===== src/hw/rv_pkg.sv =====
package rv_pkg;

	////////////////////////////////////////////////////
	// widths and types
	////////////////////////////////////////////////////
	localparam int XLEN = 32;
	localparam int REG_ADDR_W = 5;
	localparam int OPCODE_W = 7;
	localparam int ALU_OP_W = 3;

	// data, address and instruction words share one width
	typedef logic [XLEN-1:0] word_t;
	typedef logic [REG_ADDR_W-1:0] reg_addr_t;
	typedef logic [OPCODE_W-1:0] opcode_t;
	typedef logic [ALU_OP_W-1:0] alu_op_t;

	////////////////////////////////////////////////////
	// major opcodes
	////////////////////////////////////////////////////
	localparam opcode_t OP_R = 7'b0110011;
	localparam opcode_t OP_IMM = 7'b0010011;
	localparam opcode_t OP_LOAD = 7'b0000011;
	localparam opcode_t OP_STORE = 7'b0100011;
	localparam opcode_t OP_BRANCH = 7'b1100011;
	localparam opcode_t OP_JAL = 7'b1101111;

	////////////////////////////////////////////////////
	// alu operations
	////////////////////////////////////////////////////
	localparam alu_op_t ALU_ADD = 3'd0;
	localparam alu_op_t ALU_SUB = 3'd1;
	localparam alu_op_t ALU_AND = 3'd2;
	localparam alu_op_t ALU_OR = 3'd3;
	localparam alu_op_t ALU_XOR = 3'd4;
	localparam alu_op_t ALU_SLT = 3'd5;

	// addi x0, x0, 0
	localparam word_t NOP_INSTR = 32'h0000_0013;

endpackage


===== src/hw/reg_file.sv =====
`timescale 1ns/1ps

module reg_file import rv_pkg::*; (
	input logic clock,
	input logic reset,
	input reg_addr_t ra_a,
	input reg_addr_t ra_b,
	input reg_addr_t wa,
	input logic we,
	input word_t wd,
	output word_t rd_a,
	output word_t rd_b
);

	// x0 has no storage
	word_t regs [1:31];

	always_ff @(posedge clock or negedge reset) begin
		if (!reset) begin
			for (int i = 1; i < 32; i++) begin
				regs[i] <= '0;
			end
		end else if (we && wa != '0) begin
			regs[wa] <= wd;
		end
	end

	// same-cycle write shows through to decode
	assign rd_a = (ra_a == '0) ? '0 : (we && wa == ra_a) ? wd : regs[ra_a];
	assign rd_b = (ra_b == '0) ? '0 : (we && wa == ra_b) ? wd : regs[ra_b];

endmodule


===== src/hw/decoder.sv =====
`timescale 1ns/1ps

module decoder import rv_pkg::*; (
	input word_t instr,
	output reg_addr_t rs1,
	output reg_addr_t rs2,
	output reg_addr_t rd,
	output word_t imm,
	output alu_op_t alu_op,
	output logic alu_src_imm,
	output logic mem_read,
	output logic mem_write,
	output logic reg_write,
	output logic mem_to_reg,
	output logic branch,
	output logic jump
);

	localparam logic [2:0] F3_LW = 3'b010;
	localparam logic [2:0] F3_SW = 3'b010;
	localparam logic [2:0] F3_BEQ = 3'b000;

	opcode_t opcode;
	logic [2:0] funct3;
	logic [6:0] funct7;
	word_t imm_i, imm_s, imm_b, imm_j;

	assign opcode = instr[6:0];
	assign rd = instr[11:7];
	assign funct3 = instr[14:12];
	assign rs1 = instr[19:15];
	assign rs2 = instr[24:20];
	assign funct7 = instr[31:25];

	// immediate formats
	assign imm_i = {{20{instr[31]}}, instr[31:20]};
	assign imm_s = {{20{instr[31]}}, instr[31:25], instr[11:7]};
	assign imm_b = {{19{instr[31]}}, instr[31], instr[7], instr[30:25], instr[11:8], 1'b0};
	assign imm_j = {{11{instr[31]}}, instr[31], instr[19:12], instr[20], instr[30:21], 1'b0};

	// shared by register and immediate arithmetic
	function automatic alu_op_t arith_op(logic [2:0] f3, logic sub);
		case (f3)
			3'b000: return sub ? ALU_SUB : ALU_ADD;
			3'b010: return ALU_SLT;
			3'b100: return ALU_XOR;
			3'b110: return ALU_OR;
			3'b111: return ALU_AND;
			default: return ALU_ADD;
		endcase
	endfunction

	always_comb begin
		imm = '0;
		alu_op = ALU_ADD;
		alu_src_imm = 1'b0;
		mem_read = 1'b0;
		mem_write = 1'b0;
		reg_write = 1'b0;
		mem_to_reg = 1'b0;
		branch = 1'b0;
		jump = 1'b0;
		case (opcode)
			OP_R: begin
				reg_write = 1'b1;
				alu_op = arith_op(funct3, funct7[5]);
			end
			OP_IMM: begin
				reg_write = 1'b1;
				alu_src_imm = 1'b1;
				imm = imm_i;
				alu_op = arith_op(funct3, 1'b0);
			end
			OP_LOAD: begin
				if (funct3 == F3_LW) begin
					reg_write = 1'b1;
					mem_read = 1'b1;
					mem_to_reg = 1'b1;
					alu_src_imm = 1'b1;
					imm = imm_i;
				end
			end
			OP_STORE: begin
				if (funct3 == F3_SW) begin
					mem_write = 1'b1;
					alu_src_imm = 1'b1;
					imm = imm_s;
				end
			end
			OP_BRANCH: begin
				// compare by subtraction, zero flag decides
				if (funct3 == F3_BEQ) begin
					branch = 1'b1;
					alu_op = ALU_SUB;
					imm = imm_b;
				end
			end
			OP_JAL: begin
				jump = 1'b1;
				reg_write = 1'b1;
				imm = imm_j;
			end
			default: begin
			end
		endcase
	end

endmodule


===== src/hw/alu.sv =====
`timescale 1ns/1ps

module alu import rv_pkg::*; (
	input word_t in_a,
	input word_t in_b,
	input alu_op_t op,
	output word_t result,
	output logic zero
);

	always_comb begin
		case (op)
			ALU_ADD: begin
				result = in_a + in_b;
			end
			ALU_SUB: begin
				result = in_a - in_b;
			end
			ALU_AND: begin
				result = in_a & in_b;
			end
			ALU_OR: begin
				result = in_a | in_b;
			end
			ALU_XOR: begin
				result = in_a ^ in_b;
			end
			ALU_SLT: begin
				// signed compare
				result = word_t'($signed(in_a) < $signed(in_b));
			end
			default: begin
				result = in_a + in_b;
			end
		endcase
	end

	assign zero = (result == '0);

endmodule


===== src/hw/hazard_unit.sv =====
`timescale 1ns/1ps

module hazard_unit import rv_pkg::*; (
	input reg_addr_t ifid_rs1,
	input reg_addr_t ifid_rs2,
	input reg_addr_t idex_rd,
	input logic idex_mem_read,
	input logic jump,
	input logic branch_taken,
	output logic stall,
	output logic flush_ifid,
	output logic flush_idex,
	output logic flush_exmem
);

	logic load_use;

	// load in execute feeding the instruction in decode
	// jal reads no register, so it never waits
	always_comb begin
		load_use = 1'b0;
		if (idex_mem_read && idex_rd != '0 && !jump) begin
			if (idex_rd == ifid_rs1 || idex_rd == ifid_rs2) begin
				load_use = 1'b1;
			end
		end
	end

	// taken beq overrides everything younger
	assign stall = load_use && !branch_taken;

	//////////////////////////////////////////////////
	// flushes
	//////////////////////////////////////////////////

	// jal drops the one slot fetched behind it
	assign flush_ifid = branch_taken || jump;

	// load-use bubble goes in behind the load
	assign flush_idex = branch_taken || load_use;

	assign flush_exmem = branch_taken;

endmodule


===== src/hw/forward_unit.sv =====
`timescale 1ns/1ps

module forward_unit import rv_pkg::*; (
	input reg_addr_t idex_rs1,
	input reg_addr_t idex_rs2,
	input reg_addr_t exmem_rd,
	input reg_addr_t memwb_rd,
	input logic exmem_reg_write,
	input logic memwb_reg_write,
	input word_t idex_rd_a,
	input word_t idex_rd_b,
	input word_t exmem_result,
	input word_t wb_data,
	output word_t op_a,
	output word_t op_b
);

	// x0 is never a bypass source
	function automatic logic hit(reg_addr_t rs, reg_addr_t rd, logic we);
		return we && rd != '0 && rd == rs;
	endfunction

	// later assignment wins, so the younger producer takes priority
	always_comb begin
		op_a = idex_rd_a;
		if (hit(idex_rs1, memwb_rd, memwb_reg_write)) begin
			op_a = wb_data;
		end
		if (hit(idex_rs1, exmem_rd, exmem_reg_write)) begin
			op_a = exmem_result;
		end
	end

	always_comb begin
		op_b = idex_rd_b;
		if (hit(idex_rs2, memwb_rd, memwb_reg_write)) begin
			op_b = wb_data;
		end
		if (hit(idex_rs2, exmem_rd, exmem_reg_write)) begin
			op_b = exmem_result;
		end
	end

endmodule


===== src/hw/cpu_core.sv =====
`timescale 1ns/1ps

module cpu_core import rv_pkg::*; #(
	parameter word_t reset_pc = '0
) (
	input logic clock,
	input logic reset,
	output word_t pc,
	input word_t instr,
	output word_t data_addr,
	output word_t data_out,
	output logic ren,
	output logic wen,
	input word_t data_in
);

	logic stall, flush_ifid, flush_idex, flush_exmem, branch_taken;
	word_t pc_next;

	word_t ifid_instr, ifid_pc;

	reg_addr_t id_rs1, id_rs2, id_rd;
	word_t id_imm, id_rd_a, id_rd_b, jal_target;
	alu_op_t id_alu_op;
	logic id_alu_src_imm, id_mem_read, id_mem_write, id_reg_write;
	logic id_mem_to_reg, id_branch, id_jump;

	logic idex_reg_write, idex_mem_read, idex_mem_write, idex_mem_to_reg;
	logic idex_branch, idex_jump, idex_alu_src_imm;
	word_t idex_pc, idex_imm, idex_rd_a, idex_rd_b;
	reg_addr_t idex_rs1, idex_rs2, idex_rd;
	alu_op_t idex_alu_op;

	word_t op_a, op_b, alu_a, alu_b, ex_result, branch_target;
	logic ex_zero;

	logic exmem_reg_write, exmem_mem_read, exmem_mem_write, exmem_mem_to_reg, exmem_branch;
	word_t exmem_result, exmem_store_data, exmem_target;
	reg_addr_t exmem_rd;
	logic exmem_zero;

	logic memwb_reg_write, memwb_mem_to_reg;
	word_t memwb_result, memwb_load, wb_data;
	reg_addr_t memwb_rd;

	//////////////////////////////////////////////////
	// fetch
	//////////////////////////////////////////////////

	// beq from memory stage beats jal from decode
	always_comb begin
		if (branch_taken) begin
			pc_next = exmem_target;
		end else if (stall) begin
			pc_next = pc;
		end else if (id_jump) begin
			pc_next = jal_target;
		end else begin
			pc_next = pc + word_t'(4);
		end
	end

	always_ff @(posedge clock or negedge reset) begin
		if (!reset) begin
			pc <= reset_pc;
		end else begin
			pc <= pc_next;
		end
	end

	always_ff @(posedge clock or negedge reset) begin
		if (!reset) begin
			ifid_instr <= NOP_INSTR;
		end else if (flush_ifid) begin
			ifid_instr <= NOP_INSTR;
		end else if (!stall) begin
			ifid_instr <= instr;
		end
	end

	always_ff @(posedge clock) begin
		if (!stall) begin
			ifid_pc <= pc;
		end
	end

	//////////////////////////////////////////////////
	// decode
	//////////////////////////////////////////////////
	decoder u_decoder (
		.instr(ifid_instr),
		.rs1(id_rs1),
		.rs2(id_rs2),
		.rd(id_rd),
		.imm(id_imm),
		.alu_op(id_alu_op),
		.alu_src_imm(id_alu_src_imm),
		.mem_read(id_mem_read),
		.mem_write(id_mem_write),
		.reg_write(id_reg_write),
		.mem_to_reg(id_mem_to_reg),
		.branch(id_branch),
		.jump(id_jump)
	);

	reg_file u_reg_file (
		.clock(clock),
		.reset(reset),
		.ra_a(id_rs1),
		.ra_b(id_rs2),
		.wa(memwb_rd),
		.we(memwb_reg_write),
		.wd(wb_data),
		.rd_a(id_rd_a),
		.rd_b(id_rd_b)
	);

	hazard_unit u_hazard_unit (
		.ifid_rs1(id_rs1),
		.ifid_rs2(id_rs2),
		.idex_rd(idex_rd),
		.idex_mem_read(idex_mem_read),
		.jump(id_jump),
		.branch_taken(branch_taken),
		.stall(stall),
		.flush_ifid(flush_ifid),
		.flush_idex(flush_idex),
		.flush_exmem(flush_exmem)
	);

	assign jal_target = ifid_pc + id_imm;

	always_ff @(posedge clock or negedge reset) begin
		if (!reset) begin
			{idex_reg_write, idex_mem_read, idex_mem_write, idex_mem_to_reg} <= '0;
			{idex_branch, idex_jump, idex_alu_src_imm} <= '0;
		end else if (flush_idex) begin
			{idex_reg_write, idex_mem_read, idex_mem_write, idex_mem_to_reg} <= '0;
			{idex_branch, idex_jump, idex_alu_src_imm} <= '0;
		end else begin
			idex_reg_write <= id_reg_write;
			idex_mem_read <= id_mem_read;
			idex_mem_write <= id_mem_write;
			idex_mem_to_reg <= id_mem_to_reg;
			idex_branch <= id_branch;
			idex_jump <= id_jump;
			idex_alu_src_imm <= id_alu_src_imm;
		end
	end

	always_ff @(posedge clock) begin
		idex_pc <= ifid_pc;
		idex_imm <= id_imm;
		idex_rs1 <= id_rs1;
		idex_rs2 <= id_rs2;
		idex_rd <= id_rd;
		idex_alu_op <= id_alu_op;
		idex_rd_a <= id_rd_a;
		idex_rd_b <= id_rd_b;
	end

	//////////////////////////////////////////////////
	// execute
	//////////////////////////////////////////////////
	forward_unit u_forward_unit (
		.idex_rs1(idex_rs1),
		.idex_rs2(idex_rs2),
		.exmem_rd(exmem_rd),
		.memwb_rd(memwb_rd),
		.exmem_reg_write(exmem_reg_write),
		.memwb_reg_write(memwb_reg_write),
		.idex_rd_a(idex_rd_a),
		.idex_rd_b(idex_rd_b),
		.exmem_result(exmem_result),
		.wb_data(wb_data),
		.op_a(op_a),
		.op_b(op_b)
	);

	// jal link value is pc + 4
	assign alu_a = idex_jump ? idex_pc : op_a;
	assign alu_b = idex_jump ? word_t'(4) : (idex_alu_src_imm ? idex_imm : op_b);

	alu u_alu (
		.in_a(alu_a),
		.in_b(alu_b),
		.op(idex_alu_op),
		.result(ex_result),
		.zero(ex_zero)
	);

	assign branch_target = idex_pc + idex_imm;

	always_ff @(posedge clock or negedge reset) begin
		if (!reset) begin
			{exmem_reg_write, exmem_mem_read, exmem_mem_write} <= '0;
			{exmem_mem_to_reg, exmem_branch} <= '0;
		end else if (flush_exmem) begin
			{exmem_reg_write, exmem_mem_read, exmem_mem_write} <= '0;
			{exmem_mem_to_reg, exmem_branch} <= '0;
		end else begin
			exmem_reg_write <= idex_reg_write;
			exmem_mem_read <= idex_mem_read;
			exmem_mem_write <= idex_mem_write;
			exmem_mem_to_reg <= idex_mem_to_reg;
			exmem_branch <= idex_branch;
		end
	end

	always_ff @(posedge clock) begin
		exmem_result <= ex_result;
		exmem_store_data <= op_b;
		exmem_target <= branch_target;
		exmem_rd <= idex_rd;
		exmem_zero <= ex_zero;
	end

	//////////////////////////////////////////////////
	// memory
	//////////////////////////////////////////////////
	assign data_addr = exmem_result;
	assign data_out = exmem_store_data;
	assign ren = exmem_mem_read;
	assign wen = exmem_mem_write;
	assign branch_taken = exmem_branch && exmem_zero;

	always_ff @(posedge clock or negedge reset) begin
		if (!reset) begin
			memwb_reg_write <= 1'b0;
			memwb_mem_to_reg <= 1'b0;
		end else begin
			memwb_reg_write <= exmem_reg_write;
			memwb_mem_to_reg <= exmem_mem_to_reg;
		end
	end

	always_ff @(posedge clock) begin
		memwb_result <= exmem_result;
		memwb_load <= data_in;
		memwb_rd <= exmem_rd;
	end

	//////////////////////////////////////////////////
	// writeback
	//////////////////////////////////////////////////
	assign wb_data = memwb_mem_to_reg ? memwb_load : memwb_result;

endmodule


===== config.mk =====
export PLATFORM = sky130hd
export DESIGN_NAME = cpu_core
export DESIGN_NICKNAME = d
export VERILOG_FILES = /design/src/hw/rv_pkg.sv /design/src/hw/reg_file.sv /design/src/hw/decoder.sv /design/src/hw/alu.sv /design/src/hw/hazard_unit.sv /design/src/hw/forward_unit.sv /design/src/hw/cpu_core.sv
export SDC_FILE = /design/constraint.sdc
export NUM_CORES = 2
export LEC_CHECK = 0
export BUFFER_PORTS_ARGS = -buffer_cell sky130_fd_sc_hd__buf_2
export CAP_MARGIN = 20
export CORE_MARGIN = 2
export CORE_UTILIZATION = 54
export DETAILED_ROUTE_END_ITERATION = 10
export PLACE_DENSITY = 0.7
export SLEW_MARGIN = 20
export SYNTH_ARGS = -nofsm -noshare
export SYNTH_HDL_FRONTEND = slang
export SYNTH_HIERARCHICAL = 1
export SYNTH_SLANG_ARGS = --single-unit

===== constraint.sdc =====
create_clock -name clock -period 14.45 [get_ports clock]
set_input_delay 0.7225 -clock clock [delete_from_list [all_inputs] [get_ports clock]]
set_output_delay 0.7225 -clock clock [all_outputs]
set_load 0.01 [all_outputs]

==> results by group <==
GRT
  – Initial antenna violation count: 12
  – Largest net degree at the start of global routing: 151
  – GRT overflow: 0
  – Global Route Usage Sum: 35.5%
  – First-pass GRT wire length: 388000 um
  – Number of global-route vias before repair: 57200

Setup path
  – Worst-path maximum fanout: 33
  – CP Class: reg2reg
  – Buf/Inv on CP: 3
  – Top delay family on crit path: simple AND/OR/NAND/NOR gates
  – CP peak stage delay: 0.61 ns
  – Worst EP required: 15.17 ns
  – CP endpoint kind: flop
  – CP startpoint kind: flop
  – Slowest CP cell: or4_1
  – CP Cell Sequence: or4_1 > o211ai_2 > buf_4 > or2_1 > buf_4 > a31oi_1 > nor2b_1 > a211o_1 > inv_1 > ha_1 > nand2b_4 > a2111o_1 > a21oi_1 > o2111ai_1 > a21oi_1 > mux2i_1 > a221oi_1 > or4_1 > nor4_1 > nand2_1 > nor4_2
  – Worst r2r src: exmem_rd[1]
  – Worst Path Arrival: 7.25 ns
  – Setup crit start: exmem_rd[1]

STA
  – Total Neg Setup Slack: 0 ns
  – Fin Hold WS: -0.0215 ns
  – Fmax achieved: 0.153 GHz
  – Worst slew margin: 25.7%
  – Final Cycle Share: 45.2%
  – Final Slew Violations: 0
  – Final-report hold violation count: 7
  – Final setup fails: 0
  – Worst Tran Pin Value: 1.10 ns
  – Setup Skew: 0.0313 ns
  – RSZ-0062 raised after global routing: no
  – Fin crit period: 6.54 ns

Placement
  – Input/output buffers: 163
  – Routability-driven placement congestion ratio: 1.01
  – DPL Wire Length: 167000 um
  – Placed insts: 7968

Cells and area
  – Fin util: 59.5%
  – Share of cells above drive strength 1: 36.2%
  – Filler instances: 11500
  – Final Non-Filler Cells: 8276
  – Register area: 0.0341 mm^2
  – Largest reg by FF count: u_reg_file/regs
  – Largest register FFs: 992
  – Layout area overhead: 8.93%
  – Net count, final: 6468
  – Multi-input logic area: 0.0413 mm^2

Detailed routing
  – First-pass DRT Iterations: 6
  – DR DRC count: 0
  – Via-to-Cell Ratio: 6.98
  – Initial DRC count: 6964
  – Vias: 57800
  – Final ANT Viol Nets: 0
  – Final WL: 266000 um
  – Routed len/inst: 32.1 um

Floorplanning
  – Die area: 0.149 mm^2
  – Row count: 139
  – Initial Util: 54.6%
  – Die X: 385 um
  – CORE AREA: 0.144 mm^2
  – Die height: 385 um
  – I/O pins: 164

Hold path
  – Worst min path class: in2async

Power and ir drop
  – Pint: 7.01 mW
  – Flop pwr share: 45.1%
  – Clk pwr share: 42.0%
  – VDD IR max: 0.126 mV
  – Pwr dens: 115 mW/mm^2
  – Comb power frac: 12.9%
  – P_sw: 2.81 mW
  – Switching Fraction: 28.6%
  – Lkg Pwr: 38.0 nW
  – Final Total Pwr: 9.82 mW

Logic synthesis
  – Top FF cell, synth: dfrtp_1
  – Post-Syn Area: 0.0786 mm^2
  – Distinct cells, synth: 124
  – Sequential cell area fraction in the yosys report: 43.4%
  – Number of synthesized register bits: 1419
  – Synth Warn #: 6
  – Syn avg cell area: 12.3 um^2
  – Post-synth EDFFs: 32
  – Synth Instances: 6390
  – Post-Syn Nets: 6619
  – Post-synthesis async set-or-reset flop share: 75.4%

Clocking
  – CTS max path bufs: 3
  – Clk_lat worst skew: 0.82 ns
  – Htree depth: 4
  – CTS tree: yes
  – Clock Sinks: 1419
  – Reg clk slew, reported paths: 0.06 ns
  – Post-CTS setup buffers: 0
  – Root buf cell: clkbuf_16
  – Num CTS Buffers: 154

Status
  – Failing checks: negative hold slack
  – Status: finished with violations

Flow run
  – MaxCap Viol Count: 0
cells by family after synthesis:
| kind of cell | synth area share, % |
|---|---|
| DFF | 43.4 |
| AOI/OAI and AO/OA | 10.7 |
| and+or+nand+nor | 6.90 |
| xor gates and xnor gates | 1.20 |
| buffers and inverters | 4.45 |
| muxes | 30.8 |
| adders and majority gates | 2.63 |
power by group through the flow:
stage / combinational (mW) / clock (mW) / sequential (mW)
after floorplan: 0.849 / 0 / 4.34
after global placement: 1.22 / 0 / 4.48
after detailed placement: 1.23 / 0 / 4.49
after CTS: 1.24 / 4.17 / 4.41
after global routing: 1.35 / 4.33 / 4.43
final: 1.27 / 4.12 / 4.43
per-layer routing:
layer  track usage (%)  wire (um)
met4              20.7      17500
met2              53.2     118000
met5                 0         42
met1              47.1     103000
met3              8.82      27600
repair_timing:
item                      in CTS  in global routing
hold endpoints to repair      18                  0
gates resized for setup        0                  0
hold buffers                  18                  0
stage by stage:
stage          setup WS [ns]  cell area [um^2]  hold WS (ns)
3_5_place_dp            8.04             80100         0.351
4_1_cts                 7.99             85600      0.000847
5_1_grt                 7.55             85600        0.0131
3_3_place_gp            8.10             80100         0.333
6_report                7.91             85600       -0.0215
2_1_floorplan           9.63             78600         0.331
layout by cell type (no fill, tap or decap), types with 75 or more instances in the layout:
master | netlist | layout
a211oi_1 | 76 | 76
a21oi_1 | 221 | 220
a221oi_1 | 75 | 75
a31oi_1 | 96 | 95
buf_2 | 144 | 162
buf_4 | 63 | 116
clkbuf_16 | 0 | 161
dfrtp_1 | 1067 | 1054
dfxtp_1 | 317 | 316
ha_1 | 159 | 159
inv_1 | 127 | 126
mux2_2 | 1172 | 1172
mux2i_1 | 114 | 114
mux4_2 | 437 | 437
nand2_1 | 210 | 195
nand4_1 | 89 | 89
nor2_1 | 238 | 218
nor2b_1 | 115 | 110
nor3_1 | 148 | 143
o21ai_0 | 83 | 83
o31ai_1 | 88 | 88
synth_stat cells, types with 10 or more instances:
cell type | count | area share, %
buf_6 | 37 | 0.53
or3_1 | 46 | 0.37
buf_1 | 71 | 0.34
and2_1 | 10 | 0.080
a21o_1 | 51 | 0.49
buf_2 | 144 | 0.92
a221oi_1 | 75 | 0.84
dfrtp_1 | 1067 | 34
nor3b_1 | 11 | 0.11
a21oi_1 | 221 | 1.4
o221a_2 | 29 | 0.42
nand2_1 | 210 | 1.0
a221o_1 | 12 | 0.15
dfxtp_1 | 317 | 8.1
a22oi_1 | 68 | 0.65
xor2_1 | 52 | 0.58
o21bai_1 | 18 | 0.17
clkbuf_1 | 296 | 1.4
edfxtp_1 | 32 | 1.2
ha_1 | 159 | 2.5
nor2b_1 | 115 | 0.92
o21a_1 | 10 | 0.096
and3_1 | 26 | 0.21
o221ai_1 | 19 | 0.21
a211o_1 | 14 | 0.16
xnor2_1 | 56 | 0.62
a211oi_1 | 76 | 0.73
mux4_2 | 437 | 13
o21ai_0 | 83 | 0.53
o21ai_1 | 44 | 0.28
o22ai_1 | 68 | 0.54
nand4_1 | 89 | 0.71
nor2_1 | 238 | 1.1
nand3_1 | 70 | 0.45
buf_4 | 63 | 0.60
nor3_1 | 148 | 0.94
o211ai_1 | 61 | 0.58
o31ai_1 | 88 | 0.84
o41ai_1 | 23 | 0.26
a31oi_1 | 96 | 0.76
inv_1 | 127 | 0.61
nand2b_1 | 23 | 0.18
mux2_2 | 1172 | 17
mux2i_1 | 114 | 1.5
or2_2 | 10 | 0.080
cell type report:
type / instances / area share [%]
multi-input cells: 4225 / 48.2
flip-flops and latches: 1419 / 39.9
clock buffers: 229 / 5.34
well taps: 1903 / 2.78
repair buffers: 304 / 2.34
clock inverters: 58 / 0.851
inverters: 135 / 0.592
diodes: 3 / 0.00877
final timing paths:
check	cells past startpoint	end	slack, ns
max in group asynchronous	4	u_reg_file/regs[282]	11.16
hold reg to reg	0	idex_pc[14]	0.36
setup / recovery	21	exmem_zero	7.91
min in group clock	1	memwb_load[18]	0.03
setup reg to reg	21	exmem_zero	7.91
hold / removal	1	u_reg_file/regs[610]	-0.02
(Power assumes the default switching activity.)
